### src/common/issue_defines.svh
`ifndef ISSUE_DEFINES_SVH
`define ISSUE_DEFINES_SVH

// --------------------
// datapath widths
// --------------------

// integer operand and register width
`define ISSUE_XLEN 64
// virtual pc width, sign-extended into operand a
`define ISSUE_VLEN 39

// --------------------
// register file
// --------------------

`define ISSUE_REG_ADDR_W 5
`define ISSUE_NR_REGS 32
// scoreboard slot id
`define ISSUE_TRANS_ID_W 3
// commit ports writing the gpr file
`define ISSUE_NR_COMMIT_PORTS 2

`endif

### src/common/issue_pkg.sv
`include "issue_defines.svh"

package issue_pkg;

    // --------------------
    // plain vector types
    // --------------------

    typedef logic [`ISSUE_XLEN-1:0]       xlen_t;
    typedef logic [`ISSUE_VLEN-1:0]       vaddr_t;
    typedef logic [`ISSUE_REG_ADDR_W-1:0] reg_addr_t;
    typedef logic [`ISSUE_TRANS_ID_W-1:0] trans_id_t;
    // operation code, only passed through to the units
    typedef logic [6:0]                   fu_op_t;

    // target or producing functional unit
    // NONE must stay zero, reset values rely on it
    typedef enum logic [3:0] {
        NONE      = 4'd0,
        ALU       = 4'd1,
        CTRL_FLOW = 4'd2,
        MULT      = 4'd3,
        LOAD      = 4'd4,
        STORE     = 4'd5,
        CSR       = 4'd6
    } fu_t;

    // per register: unit that will write it, or NONE
    typedef fu_t [`ISSUE_NR_REGS-1:0] clobber_t;

    // --------------------
    // packed structs
    // --------------------

    // decoded entry handed over by the scoreboard
    typedef struct packed {
        vaddr_t    pc;
        trans_id_t trans_id;
        fu_t       fu;
        fu_op_t    op;
        reg_addr_t rs1;
        reg_addr_t rs2;
        reg_addr_t rd;
        xlen_t     result;        // immediate lives here
        logic      use_imm;
        logic      use_zimm;
        logic      use_pc;
        logic      ex_valid;      // entry already carries an exception
        logic      is_compressed;
    } issue_entry_t;

    // operands as seen by the functional units
    typedef struct packed {
        fu_t       fu;
        fu_op_t    op;
        xlen_t     operand_a;
        xlen_t     operand_b;
        xlen_t     imm;
        trans_id_t trans_id;
    } fu_data_t;

    // one commit write port into the gpr file
    typedef struct packed {
        reg_addr_t waddr;
        xlen_t     wdata;
        logic      we;
    } commit_port_t;

endpackage

### src/operand_read/operand_hazard.sv
`timescale 1ns/10ps
`include "issue_defines.svh"

module operand_hazard import issue_pkg::*; (
    input  issue_entry_t issue_instr_i,
    input  clobber_t     clobber_i,
    // scoreboard result availability for rs1/rs2
    input  logic         rs1_valid_i,
    input  logic         rs2_valid_i,
    output logic         fwd_rs1_o,
    output logic         fwd_rs2_o,
    output logic         operand_stall_o
);

    // producers of the two sources
    fu_t rs1_producer;
    fu_t rs2_producer;

    assign rs1_producer = clobber_i[issue_instr_i.rs1];
    assign rs2_producer = clobber_i[issue_instr_i.rs2];

    // --------------------
    // source checks
    // --------------------

    // a clobbered source is either forwarded from the scoreboard
    // or holds the entry back
    // csr results never travel on the forward path
    always_comb begin
        fwd_rs1_o       = 1'b0;
        fwd_rs2_o       = 1'b0;
        operand_stall_o = 1'b0;

        // zimm encodes an immediate in rs1, nothing to wait for
        if (!issue_instr_i.use_zimm && (rs1_producer != NONE)) begin
            if (rs1_valid_i && (rs1_producer != CSR)) begin
                fwd_rs1_o = 1'b1;
            end else begin
                operand_stall_o = 1'b1;
            end
        end

        if (rs2_producer != NONE) begin
            if (rs2_valid_i && (rs2_producer != CSR)) begin
                fwd_rs2_o = 1'b1;
            end else begin
                operand_stall_o = 1'b1;
            end
        end
    end

endmodule

### config.mk
export PLATFORM = sky130hd
export DESIGN_NAME = operand_hazard
export DESIGN_NICKNAME = d
export VERILOG_FILES = /design/src/common/issue_pkg.sv /design/src/operand_read/operand_hazard.sv
export VERILOG_INCLUDE_DIRS = /design/src /design/src/common
export SDC_FILE = /design/constraint.sdc
export NUM_CORES = 1
export LEC_CHECK = 0
export BUFFER_PORTS_ARGS = -buffer_cell sky130_fd_sc_hd__buf_2
export CORE_AREA = 2 2 106 108
export DETAILED_ROUTE_END_ITERATION = 12
export DIE_AREA = 0 0 108 110
export PLACE_DENSITY_LB_ADDON = 0.08
export SYNTH_ARGS = -nofsm -noshare
export SYNTH_HDL_FRONTEND = slang
export SYNTH_SLANG_ARGS = --single-unit
### constraint.sdc
create_clock -name vclk -period 7.44
set_input_delay 1.488 -clock vclk [all_inputs]
set_output_delay 1.488 -clock vclk [all_outputs]
set_load 0.02 [all_outputs]
* Yosys cells after proc, flatten, opt, wreduce, memory -nomap -nowiden *
Index checks and enable logic that the tools add are counted.
Widths: inputs -> output; s select.

cells by class
  $lt $le $gt $ge = 2
  eq/ne operators = 2
  mux-type cells = 12
  reductions and logical operators = 6

operator list
  cell                number
  $bmux 4 s5          2
  $lt 5x6->1 const B  2
  $mux 1              8
  $mux 4              2
  $ne 4x3->1 const B  2
  $reduce_bool 4->1   2
  $logic_and 1x1->1   3
  $logic_not 1->1     1

storage, ports and cells
  bits in registers = 0
  input port bits = 267
  logic and storage cells = 22

* Depth between registers and ports, before layout *
  depth in word-level cells = 8
  depth in mapped cells = 10
  gate-level depth less buffers = 7

* Worst setup path after synthesis *
No wires, ideal clock.

  kind = input port to output port
  start point = input port issue_instr_i[75] (netlist name)
  end point = output port operand_stall_o
  data arrival time = 3,219 ps
  required time = 5,952 ps
  path slack = 2,733 ps
  stages on the path = 10
  path buffers = 3
  path through = buf_6 -> buf_6 -> buf_6 -> nor3_1 -> a21oi_1 -> a211oi_1 -> a2111o_1 -> o2111ai_1 -> o31a_2 -> o21ai_1

on the way
  longest elaborated chain between the ends = 6

ends and longest elaborated chain
  item                            line                  text
  start, declared                 operand_hazard.sv:5   input issue_entry_t issue_instr_i,
  $bmux 4 s5 *                    operand_hazard.sv:20  assign rs2_producer = clobber_i[issue_instr_i.rs2];
  $mux 4 (implied by the code) *  operand_hazard.sv:20
  $ne 4x3->1                      operand_hazard.sv:44  if (rs2_valid_i && (rs2_producer != CSR)) begin
  $logic_and 1x1->1               operand_hazard.sv:44
  $mux 1                          operand_hazard.sv:44
  $mux 1 *                        operand_hazard.sv:43  if (rs2_producer != NONE) begin
  end, declared                   operand_hazard.sv:12  output logic operand_stall_o

Mark *: on every way between the ends. The rest lies on a longest branch, timed or not. The select of a mux whose other input is x is not followed.

* Worst setup path after layout *
  start point = input port issue_instr_i[80] (netlist name)
  end point = output port operand_stall_o

on the way
  longest elaborated chain between the ends = 8

ends and longest elaborated chain
  item                            line                  text
  $bmux 4 s5 *                    operand_hazard.sv:19  assign rs1_producer = clobber_i[issue_instr_i.rs1];
  $mux 4 (implied by the code) *  operand_hazard.sv:19
  $ne 4x3->1                      operand_hazard.sv:36  if (rs1_valid_i && (rs1_producer != CSR)) begin
  $logic_and 1x1->1               operand_hazard.sv:36
  $mux 1                          operand_hazard.sv:36
  $mux 1 *                        operand_hazard.sv:35  if (!issue_instr_i.use_zimm && (rs1_producer != NONE)) begin
  $mux 1                          operand_hazard.sv:44
  $mux 1 *                        operand_hazard.sv:43

Marked as above.

==> impl_metrics.py <==
metrics = {
    "worst_setup_path": {
        "cp.arrival_ns": 4.14,
        "worst_path_max_delay_cell": "mux4_2",
        "cp_common_cell": "buf_2",
        "worstSetupPathType": "in -> out",
        "cp-start-kind": "primary input",
        "slowest_delay_ns": 0.56,
        "cp_num_cells": 9,
        "cp.required_ns": 5.95,
        "cp_top_family": "buffers and inverters",
        "cp_cell_sequence": "buf_2, buf_4, mux4_2, o2111ai_1, nand4_1, o41ai_1, o31a_1, o21ai_1, buf_2",
        "path_buf_inv": 3,
        "worst-path-max-fanout": 27,
        "critPathCaptureType": "primary output",
        "crit_path_start": "issue_instr_i[80]",
    },
    "global_route": {
        "grt_pass1_wl_mm": 13.1,
        "grt_start_max_net_pins": 33,
        "grt.overflow.total": 0,
        "grt_pass1_vias": 2550,
        "grt_use_total_pct": 14.0,
        "antenna_found_initial": 1,
    },
    "floorplanning": {
        "initial_core_util_pct": 19.4,
        "coreArea_um2": 10700,
        "rows": 38,
        "die_h_um": 110,
        "dieArea_um2": 11900,
        "ios": 270,
        "die_w_um": 108,
    },
    "run_status": {
        "status": "complete, no violations",
    },
    "logic_synthesis": {
        "yosysMostFrequentCell": "nor2_1",
        "seq_area_frac_synth_pct": 0,
        "syn_area_per_cell_um2": 8.34,
        "netlist_instances": 249,
        "synth_top_cell_by_area": "mux4_2",
        "yosysWarnings": 0,
        "synth_area_um2": 2080,
        "synthTopCellsByCount": "nor2_1 (39), mux2i_1 (31), mux4_2 (22)",
        "synth_top_area_share_pct": 23.9,
        "synthDistinctLibCells": 53,
        "synth_fp_nets": 516,
        "synth.area.top_cells": "mux4_2 (24%), mux2i_1 (15%), nor2_1 (7.0%)",
    },
    "cts": {
        "postCtsSetupBuffers": 0,
        "post_cts_resize_count": 0,
        "hold_buffers": 0,
    },
    "final_layout": {
        "layout.nets": 639,
        "seq_cells": 0,
        "area_delta_synth_final_pct": 33.4,
        "fin_util_pct": 25.9,
        "seq_area_um2": 0,
        "drive_gt1_share_pct": 47.6,
        "nClkBuffers": 0,
    },
    "route": {
        "drt-total-wl_mm": 8.61,
        "drt_iter0_markers": 74,
        "top_layer": "met4",
        "vias": 2521,
        "ant_nets": 0,
        "wl_per_cell_um": 16.8,
        "dr.pass1.iters": 4,
        "wl_met3_um": 549,
        "drc": 0,
        "wl_met1_mm": 3.69,
        "route.met2.wl_mm": 4.28,
        "vias_per_cell": 4.93,
    },
    "run": {
        "drv_cap": 0,
    },
    "pwr": {
        "p_leak_uw": 0.00124,
        "ir_drop_uv": 25.8,
        "p_per_area_nw_per_um2": 58.3,
    },
    "timing": {
        "setup_viol": 0,
        "slew-limit-headroom_pct": 47.2,
        "max_slew.worst_pin.slew_ns": 0.792,
        "hold_viol": 0,
        "setup_tns_ns": 0,
        "fmax_mhz": 178,
        "period_minus_slack_ns": 5.63,
        "rsz0062_at_grt": "no",
        "fin_crit_sh_pct": 75.7,
        "final_max_slew_viol_count": 0,
    },
    "min_path": {
        "holdPathStages": 3,
        "worstHoldStart": "issue_instr_i[3]",
        "hold_class": "in -> out",
    },
    "place": {
        "dp_hpwl_mm": 7.18,
        "globalplace.congestion": 0.796,
        "port_buffers": 144,
    },
}
==> cells in the final DEF (no fill, tap or decap), types with 2 or more instances in the layout <==
master / n
inv_1: 2
nand4_1: 7
nor4_1: 2
buf_2: 144
a211oi_1: 6
o41ai_1: 2
nor3b_1: 3
nor3_1: 20
nand3_1: 5
o31ai_1: 2
nand2_1: 12
mux2_2: 2
a21oi_1: 13
o22ai_1: 3
or2_2: 3
nor2b_1: 6
and2_1: 3
o2111ai_1: 4
and2b_1: 2
a22oi_1: 5
nor2_1: 39
a211o_1: 2
mux4_1: 3
mux4_2: 22
o21ai_0: 3
mux2i_1: 31
==> worst min-delay path: stages <==
cell and delay (ns):
buf_2 0.11, nor3b_1 0.05, buf_2 0.15
==> layer usage <==
metal  vias up  track usage, %
met5         -               0
met4         0            1.37
met3         4            1.18
met2        97            26.5
met1      1168            17.9
li1       1252               -
==> per-stage QoR <==
| step | std cells | cell area [um2] | total power [uW] | hold WS (ns) | setup slack, ns |
|---|---|---|---|---|---|
| 2_1_floorplan | 249 | 2080 | 102 | 3.06 | 2.73 |
| 3_3_place_gp | 510 | 2770 | 165 | 3.29 | 1.77 |
| 3_5_place_dp | 510 | 2770 | 165 | 3.30 | 1.74 |
| 4_1_cts | 510 | 2770 | 166 | 3.30 | 1.74 |
| 5_1_grt | 510 | 2770 | 179 | 3.31 | 1.61 |
| 6_report | 511 | 2770 | 162 | 3.29 | 1.81 |
==> area by class of cell <==
| type | instances | area (um2) |
|---|---|---|
| fillers | 1236 | 7930 |
| diodes | 1 | 2.50 |
| repair buffers | 145 | 728 |
| multi-input cells | 222 | 1850 |
| inverters | 3 | 11.3 |
| well taps | 140 | 175 |
==> cell families (layout without fill, tap and decap cells) <==
family                 after synthesis  after routing  share of synthesized area, %
AO/OA/AOI/OAI                       57             57                          20.3
other                                0              1                             0
buffers and inverters               27            148                          10.8
AND/OR/NAND/NOR                    107            107                          25.2
multiplexers                        58             58                          43.7
==> final timing paths <==
kind	end	slack [ns]
max	operand_stall_o	1.81
min	fwd_rs1_o	3.29
==> report_power, final <==
group / leakage [uW] / internal [uW] / switching, uW / total (uW)
sequential: 0 / 0 / 0 / 0
combinational: 0.00124 / 80.4 / 81.1 / 162
clock: 0.00000000634 / 0.0000180 / 0 / 0.0000180
No activity file was read; power rests on OpenSTA's default activity.
