==> src/common/issue_defines.svh <==
`ifndef ISSUE_DEFINES_SVH
`define ISSUE_DEFINES_SVH

// --------------------
// datapath widths
// --------------------

// integer operand and register width
`define ISSUE_XLEN 64
// virtual pc width, sign-extended into operand a
`define ISSUE_VLEN 39

// --------------------
// register file
// --------------------

`define ISSUE_REG_ADDR_W 5
`define ISSUE_NR_REGS 32
// scoreboard slot id
`define ISSUE_TRANS_ID_W 3
// commit ports writing the gpr file
`define ISSUE_NR_COMMIT_PORTS 2

`endif

==> src/common/issue_pkg.sv <==
`include "issue_defines.svh"

package issue_pkg;

    // --------------------
    // plain vector types
    // --------------------

    typedef logic [`ISSUE_XLEN-1:0]       xlen_t;
    typedef logic [`ISSUE_VLEN-1:0]       vaddr_t;
    typedef logic [`ISSUE_REG_ADDR_W-1:0] reg_addr_t;
    typedef logic [`ISSUE_TRANS_ID_W-1:0] trans_id_t;
    // operation code, only passed through to the units
    typedef logic [6:0]                   fu_op_t;

    // target or producing functional unit
    // NONE must stay zero, reset values rely on it
    typedef enum logic [3:0] {
        NONE      = 4'd0,
        ALU       = 4'd1,
        CTRL_FLOW = 4'd2,
        MULT      = 4'd3,
        LOAD      = 4'd4,
        STORE     = 4'd5,
        CSR       = 4'd6
    } fu_t;

    // per register: unit that will write it, or NONE
    typedef fu_t [`ISSUE_NR_REGS-1:0] clobber_t;

    // --------------------
    // packed structs
    // --------------------

    // decoded entry handed over by the scoreboard
    typedef struct packed {
        vaddr_t    pc;
        trans_id_t trans_id;
        fu_t       fu;
        fu_op_t    op;
        reg_addr_t rs1;
        reg_addr_t rs2;
        reg_addr_t rd;
        xlen_t     result;        // immediate lives here
        logic      use_imm;
        logic      use_zimm;
        logic      use_pc;
        logic      ex_valid;      // entry already carries an exception
        logic      is_compressed;
    } issue_entry_t;

    // operands as seen by the functional units
    typedef struct packed {
        fu_t       fu;
        fu_op_t    op;
        xlen_t     operand_a;
        xlen_t     operand_b;
        xlen_t     imm;
        trans_id_t trans_id;
    } fu_data_t;

    // one commit write port into the gpr file
    typedef struct packed {
        reg_addr_t waddr;
        xlen_t     wdata;
        logic      we;
    } commit_port_t;

endpackage

==> src/source/issue_control.sv <==
`timescale 1ns/10ps
`include "issue_defines.svh"

module issue_control import issue_pkg::*; #(
    parameter int unsigned NR_COMMIT_PORTS = `ISSUE_NR_COMMIT_PORTS
) (
    input  logic                               clk_i,
    input  logic                               rst_ni,
    input  logic                               flush_i,
    input  issue_entry_t                       issue_instr_i,
    input  logic                               issue_valid_i,
    input  logic                               operand_stall_i,
    input  clobber_t                           clobber_i,
    input  commit_port_t [NR_COMMIT_PORTS-1:0] commit_i,
    input  logic                               flu_ready_i,
    input  logic                               lsu_ready_i,
    output logic                               issue_ack_o,
    // one-cycle strobes towards the units
    output logic                               alu_valid_o,
    output logic                               branch_valid_o,
    output logic                               mult_valid_o,
    output logic                               lsu_valid_o,
    output logic                               csr_valid_o
);

    logic fu_busy;
    logic waw_clear;
    logic alu_valid_q;
    logic branch_valid_q;
    logic mult_valid_q;
    logic lsu_valid_q;
    logic csr_valid_q;

    // --------------------
    // unit busy
    // --------------------

    // fixed latency units share flu_ready, memory ops use the lsu
    always_comb begin
        unique case (issue_instr_i.fu)
            ALU, CTRL_FLOW, MULT, CSR: fu_busy = ~flu_ready_i;
            LOAD, STORE:               fu_busy = ~lsu_ready_i;
            default:                   fu_busy = 1'b0;
        endcase
    end

    // --------------------
    // write after write
    // --------------------

    // rd is free, or its pending producer commits this very cycle
    always_comb begin
        waw_clear = (clobber_i[issue_instr_i.rd] == NONE);
        for (int unsigned p = 0; p < NR_COMMIT_PORTS; p++) begin
            if (commit_i[p].we && (commit_i[p].waddr == issue_instr_i.rd)) begin
                waw_clear = 1'b1;
            end
        end
    end

    // --------------------
    // issue acknowledge
    // --------------------

    always_comb begin
        issue_ack_o = 1'b0;
        if (issue_valid_i) begin
            if (!operand_stall_i && !fu_busy && waw_clear) begin
                issue_ack_o = 1'b1;
            end
            // exceptions and unit-less entries drain without operands
            if (issue_instr_i.ex_valid || (issue_instr_i.fu == NONE)) begin
                issue_ack_o = 1'b1;
            end
        end
        // the multiplier result bus is busy next cycle, only another mult fits
        if (mult_valid_q && (issue_instr_i.fu != MULT)) begin
            issue_ack_o = 1'b0;
        end
    end

    // --------------------
    // unit strobes
    // --------------------

    always_ff @(posedge clk_i or negedge rst_ni) begin
        if (!rst_ni) begin
            alu_valid_q    <= 1'b0;
            branch_valid_q <= 1'b0;
            mult_valid_q   <= 1'b0;
            lsu_valid_q    <= 1'b0;
            csr_valid_q    <= 1'b0;
        end else begin
            // strobes last exactly one cycle
            // a flush kills whatever would start now
            alu_valid_q    <= 1'b0;
            branch_valid_q <= 1'b0;
            mult_valid_q   <= 1'b0;
            lsu_valid_q    <= 1'b0;
            csr_valid_q    <= 1'b0;
            if (issue_ack_o && !issue_instr_i.ex_valid && !flush_i) begin
                unique case (issue_instr_i.fu)
                    ALU:         alu_valid_q    <= 1'b1;
                    CTRL_FLOW:   branch_valid_q <= 1'b1;
                    MULT:        mult_valid_q   <= 1'b1;
                    LOAD, STORE: lsu_valid_q    <= 1'b1;
                    CSR:         csr_valid_q    <= 1'b1;
                    default:     ;
                endcase
            end
        end
    end

    assign alu_valid_o    = alu_valid_q;
    assign branch_valid_o = branch_valid_q;
    assign mult_valid_o   = mult_valid_q;
    assign lsu_valid_o    = lsu_valid_q;
    assign csr_valid_o    = csr_valid_q;

endmodule

==> config.mk <==
export PLATFORM = sky130hd
export DESIGN_NAME = issue_control
export DESIGN_NICKNAME = d
export VERILOG_FILES = /design/src/common/issue_pkg.sv /design/src/source/issue_control.sv
export VERILOG_INCLUDE_DIRS = /design/src /design/src/common
export SDC_FILE = /design/constraint.sdc
export NUM_CORES = 1
export LEC_CHECK = 0
export BUFFER_PORTS_ARGS = -buffer_cell sky130_fd_sc_hd__buf_2
export CORE_AREA = 2 2 163 165
export DETAILED_ROUTE_END_ITERATION = 10
export DIE_AREA = 0 0 165 167
export GPL_TIMING_DRIVEN = 0
export SYNTH_ARGS = -nofsm -noshare
export SYNTH_HDL_FRONTEND = slang
export SYNTH_SLANG_ARGS = --single-unit
export TNS_END_PERCENT = 10
==> constraint.sdc <==
create_clock -name clk_i -period 2.8 [get_ports clk_i]
set_input_delay 0.56 -clock clk_i [delete_from_list [all_inputs] [get_ports clk_i]]
set_output_delay 0.56 -clock clk_i [all_outputs]
set_load 0.005 [all_outputs]
# --- Yosys cells after proc, flatten, opt, wreduce, memory -nomap -nowiden ---
# Index checks and enable logic that the tools add are counted.
totals:
  ff_bits: 5
  word_cells: 52
  inputBits: 412
op_classes:
  mux: 19
  eq_ne: 9
  bitwise: 2
  n_lt_le_gt_ge: 1
  reduce_logical: 16
ops:
  columns: ["operator", "n"]
  rows:
  - ["binary-select mux 4 bit (select 5 bit)", 1]
  - ["two-way mux 1 bit", 16]
  - ["== test 4 x 3 -> 1 bit, second input constant", 3]
  - ["== test 5 bit", 2]
  - ["== test 4 x 2 -> 1 bit, second input constant", 2]
  - ["zero test 4 bit", 2]
  - ["logical AND 1 bit", 7]
  - ["< comparator 5 x 6 -> 1 bit, second input constant", 1]
  - ["== test 4 x 1 -> 1 bit, second input constant", 1]
  - ["zero test 1 bit", 4]
  - ["two-way mux 4 bit", 1]
  - ["!= test 4 x 2 -> 1 bit, second input constant", 1]
  - ["OR reduction 4 bit", 1]
  - ["inverter 1 bit", 2]
  - ["one-hot mux 1 bit (2 select lines)", 1]
  - ["OR reduction 2 bit", 1]
  - ["logical OR 1 bit", 1]

# --- Depth between registers and ports, before layout ---
depth:
  depth_word: 13
  depth_mapped: 9
  ltp_nobuf: 7

# --- Worst setup path after synthesis ---
# OpenSTA, ideal clock, no wires.
synth_path:
  path_kind: "input -> output"
  start: "in clobber_i[100] in the netlist's numbering"
  end: "out issue_ack_o"
  t_arrival_ns: 2.021
  cell_stages: 7
  setup_slack_ns: 0.219
  cell_sequence: "or4_1 -> nor2_1 -> a21oi_1 -> a311o_1 -> o221ai_2 -> a21oi_2 -> a21oi_1"
synth_via:
  elab_chain_len: 10
synth_rtl:
  columns: ["element", "line_no", "text"]
  rows:
  - ["start, declared", "issue_control.sv:13", "input clobber_t clobber_i,"]
  - ["binary-select mux 4 bit (select 5 bit)", "issue_control.sv:53", "waw_clear = (clobber_i[issue_instr_i.rd] == NONE);"]
  - ["two-way mux 4 bit (implied by the code)", "issue_control.sv:53", null]
  - ["zero test 4 bit", "issue_control.sv:53", null]
  - ["two-way mux 1 bit (2 in a row)", "issue_control.sv:55", "if (commit_i[p].we && (commit_i[p].waddr == issue_instr_i.rd)) begin"]
  - ["logical AND 1 bit", "issue_control.sv:68", "if (!operand_stall_i && !fu_busy && waw_clear) begin"]
  - ["two-way mux 1 bit", "issue_control.sv:68", null]
  - ["two-way mux 1 bit", "issue_control.sv:72", "if (issue_instr_i.ex_valid || (issue_instr_i.fu == NONE)) begin"]
  - ["two-way mux 1 bit", "issue_control.sv:67", "if (issue_valid_i) begin"]
  - ["two-way mux 1 bit", "issue_control.sv:77", "if (mult_valid_q && (issue_instr_i.fu != MULT)) begin"]
  - ["end, declared", "issue_control.sv:17", "output logic issue_ack_o,"]
# Every way passes these cells. The select of a mux whose other input is x is not followed.

# --- Worst setup path after layout ---
layout_path:
  start: "in clobber_i[7] in the netlist's numbering"
  end: "out issue_ack_o"
# The elaborated chain is that of the path after synthesis.

==> impl_metrics.tcl <==
set metrics [dict create \
    synth_fa_ha_area_frac 0 \
    drc 0 \
    critical_path_required_ps 2240 \
    synthCells 118 \
    tightest_slew_ps 568 \
    synth_area_leaders "nor4_1, dfrtp_1, xnor2_1" \
    period_minus_slack_ps 2880 \
    antenna_left 0 \
    finalSetupTns_ps -75.5 \
    cts_sinks 5 \
    leakage_nw 1.01 \
    yosysWarningCount 0 \
    crit_end "issue_ack_o" \
    crit_cells 9 \
    fp-row-count 59 \
    slew_viol_final 0 \
    synth_top_area_cell "nor4_1" \
    start_util 0.0354 \
    io_pins 418 \
    synth_xor_xnor_area_share 0.0962 \
    hpwl_mm 6.46 \
    syn_to_final_growth_pct 164 \
    viasPerCell 2.72 \
    cts_max_level 1 \
    fmax_ghz 0.348 \
    arrival_ps 2320 \
    cp-startpoint "clobber_i[7]" \
    grt_pass1_vias 1649 \
    antenna_found_initial 4 \
    syn_avg_cell_area_um2 7.72 \
    n_antenna_cell 0 \
    min_period_over_period 1.03 \
    first_pass_iters 4 \
    fin_util 0.0934 \
    cts_max_path_buffers 2 \
    grt_pass1_wl_mm 9.66 \
    path_cells "buf_6 -> or4_4 -> o221ai_2 -> a21o_1 -> a32oi_2 -> o221ai_4 -> a21oi_2 -> a21oi_2 -> buf_2" \
    synth_mux_area_frac 0.0920 \
    ff2ff_setup_slack_ps 1540 \
    clk_root_buffer_cell "clkbuf_16" \
    grt_max_degree 11 \
    crit_top_cell "a21oi_2" \
    die_h_um 167 \
    synth_compound_area_frac 0.218 \
    power_density_nw_per_um2 232 \
    end_kind "output pin" \
    drv_cap 0 \
    drive_gt1_frac 0.684 \
    layout_common_cells "buf_2, nor4_1, xnor2_1" \
    overflow 0 \
    synth_top_family_by_area "simple AND/OR/NAND/NOR gates" \
    cp_max_fo 2 \
    critPathKind "in2out" \
    syn-num-nets 530 \
    drtIter0Drc 45 \
    die_w_um 165 \
    peakVddDrop_uv 163 \
    violations "negative setup slack" \
    post_drt_wl_per_cell_um 11.8 \
    start_kind "input port" \
    max_slew_margin 0.618 \
    cts_buffers 3 \
    cts_tree "yes" \
    status "finished, violations left" \
    clock_latency_ps 230 \
    netlist_area_um2 911 \
    core_um2 25800 \
    hp-class "in2async" \
    synth-simple-area-share 0.409 \
    io_buffers 160 \
    synthDistinctLibCells 40 \
    finalSetupViolCount 1 \
    postLayoutSetupSlackWorst_ps -75.5 \
    rsz0062_at_grt "true" \
    clock_skew_ps 1.87 \
    reg2reg_to "branch_valid_o" \
    ys_seq_elements 5 \
    final_nets 698 \
    post-synth-top-area-fraction 0.151 \
    clk_pin_slew_ps 30 \
    via_count 1686 \
    layout_commonest_cell "buf_2" \
    r2r_start "mult_valid_o" \
    die_area_um2 27600 \
    path_buf_inv 2 \
    ys_seq_area_frac 0.137 \
    crit_slowest_cell "or4_4" \
    cp_top_family "compound AO/OA/AOI/OAI gates" \
    reg2reg_depth 4 \
    routed_wl_mm 7.34 \
    gp_congestion 0.689 \
    hold_violations 0 \
    grt_usage 0.0492 \
    max_stage_delay_ps 530 \
]
## per-layer routing
| metal | wire (um) | GRT usage | up-vias |
|---|---|---|---|
| li1 | - | - | 824 |
| met1 | 3030 | 0.0595 | 765 |
| met2 | 3600 | 0.0870 | 80 |
| met3 | 646 | 0.0149 | 11 |
| met4 | 35 | 0.00681 | 6 |
| met5 | 37 | 0 | - |
## synthesized netlist by cell type, drive strengths merged
library cell  instances
a21oi                 6
a32oi                 1
nor2                  7
nand3                 4
a221oi                2
o22ai                 1
nand2                 6
nor3                  6
a311o                 1
mux2                  1
buf                   3
or4                   7
a31oi                 2
a41oi                 1
o311a                 1
inv                   3
a211oi                1
xnor2                10
o41ai                 1
or4b                  2
mux4                  2
or2                   1
dfrtp                 5
nand3b                1
clkbuf                2
o31ai                 1
o211ai                1
nand4                 2
nor4                 23
o221ai                3
nand2b                4
o21ai                 4
a21o                  1
mux2i                 2
## report_power, final
| part | switching, W | internal [W] |
|---|---|---|
| Combinational | 0.000113 | 0.000136 |
| Clock | 0.0000468 | 0.000189 |
| Sequential | 0.0000000449 | 0.0000729 |
## state kept, by name, indices dropped and copies added, names as in the netlist
register and flops:
branch_valid_o 1, alu_valid_o 1, mult_valid_o 1, lsu_valid_o 1, csr_valid_o 1
## through the flow
stage | worst slack, ps | std cells | area [um^2] | hold WS (ps) | total power, W
2_1_floorplan | 219 | 118 | 911 | 264 | 0.000143
3_3_place_gp | -686 | 613 | 2130 | 374 | 0.000289
3_5_place_dp | -690 | 613 | 2130 | 374 | 0.000293
4_1_cts | -140 | 619 | 2340 | 137 | 0.000552
5_1_grt | -173 | 620 | 2410 | 141 | 0.000594
6_report | -75.5 | 620 | 2410 | 136 | 0.000558
## final cells by class
cell class,instances,area [um^2]
multi-input cells,105,875
plain buffers,5,51.3
flip-flops and latches,5,125
fillers,2986,23400
repair buffers,163,846
well taps,335,419
clock buffers,4,78.8
inverters,3,11.3
## how the worst min path moves through the flow
| stage | cells after the start | to | slack, ps | start |
|---|---|---|---|---|
| floorplan | 0 | alu_valid_o | 260 | rst_ni |
| global placement | 1 | branch_valid_o | 370 | rst_ni |
| detailed placement | 1 | lsu_valid_o | 370 | rst_ni |
| CTS | 1 | lsu_valid_o | 140 | rst_ni |
| global route | 1 | csr_valid_o | 140 | rst_ni |
| finish | 1 | lsu_valid_o | 140 | rst_ni |
## logic make-up after synthesis
kind of cell    after synthesis
mux                           5
simple gates                 63
flops                         5
xor+xnor                     10
buf+inv                       8
compound gates               27
## repair_timing
| item | CTS | global route |
|---|---|---|
| pin swaps | 12 | 8 |
| setup buffers | 2 | 1 |
| setup endpoints to repair | 1 | 1 |
| hold buffers | 0 | 0 |
| hold endpoints to repair | 0 | 0 |
| gates resized for setup | 25 | 12 |
Note: power is estimated with default switching activity, not from simulation.
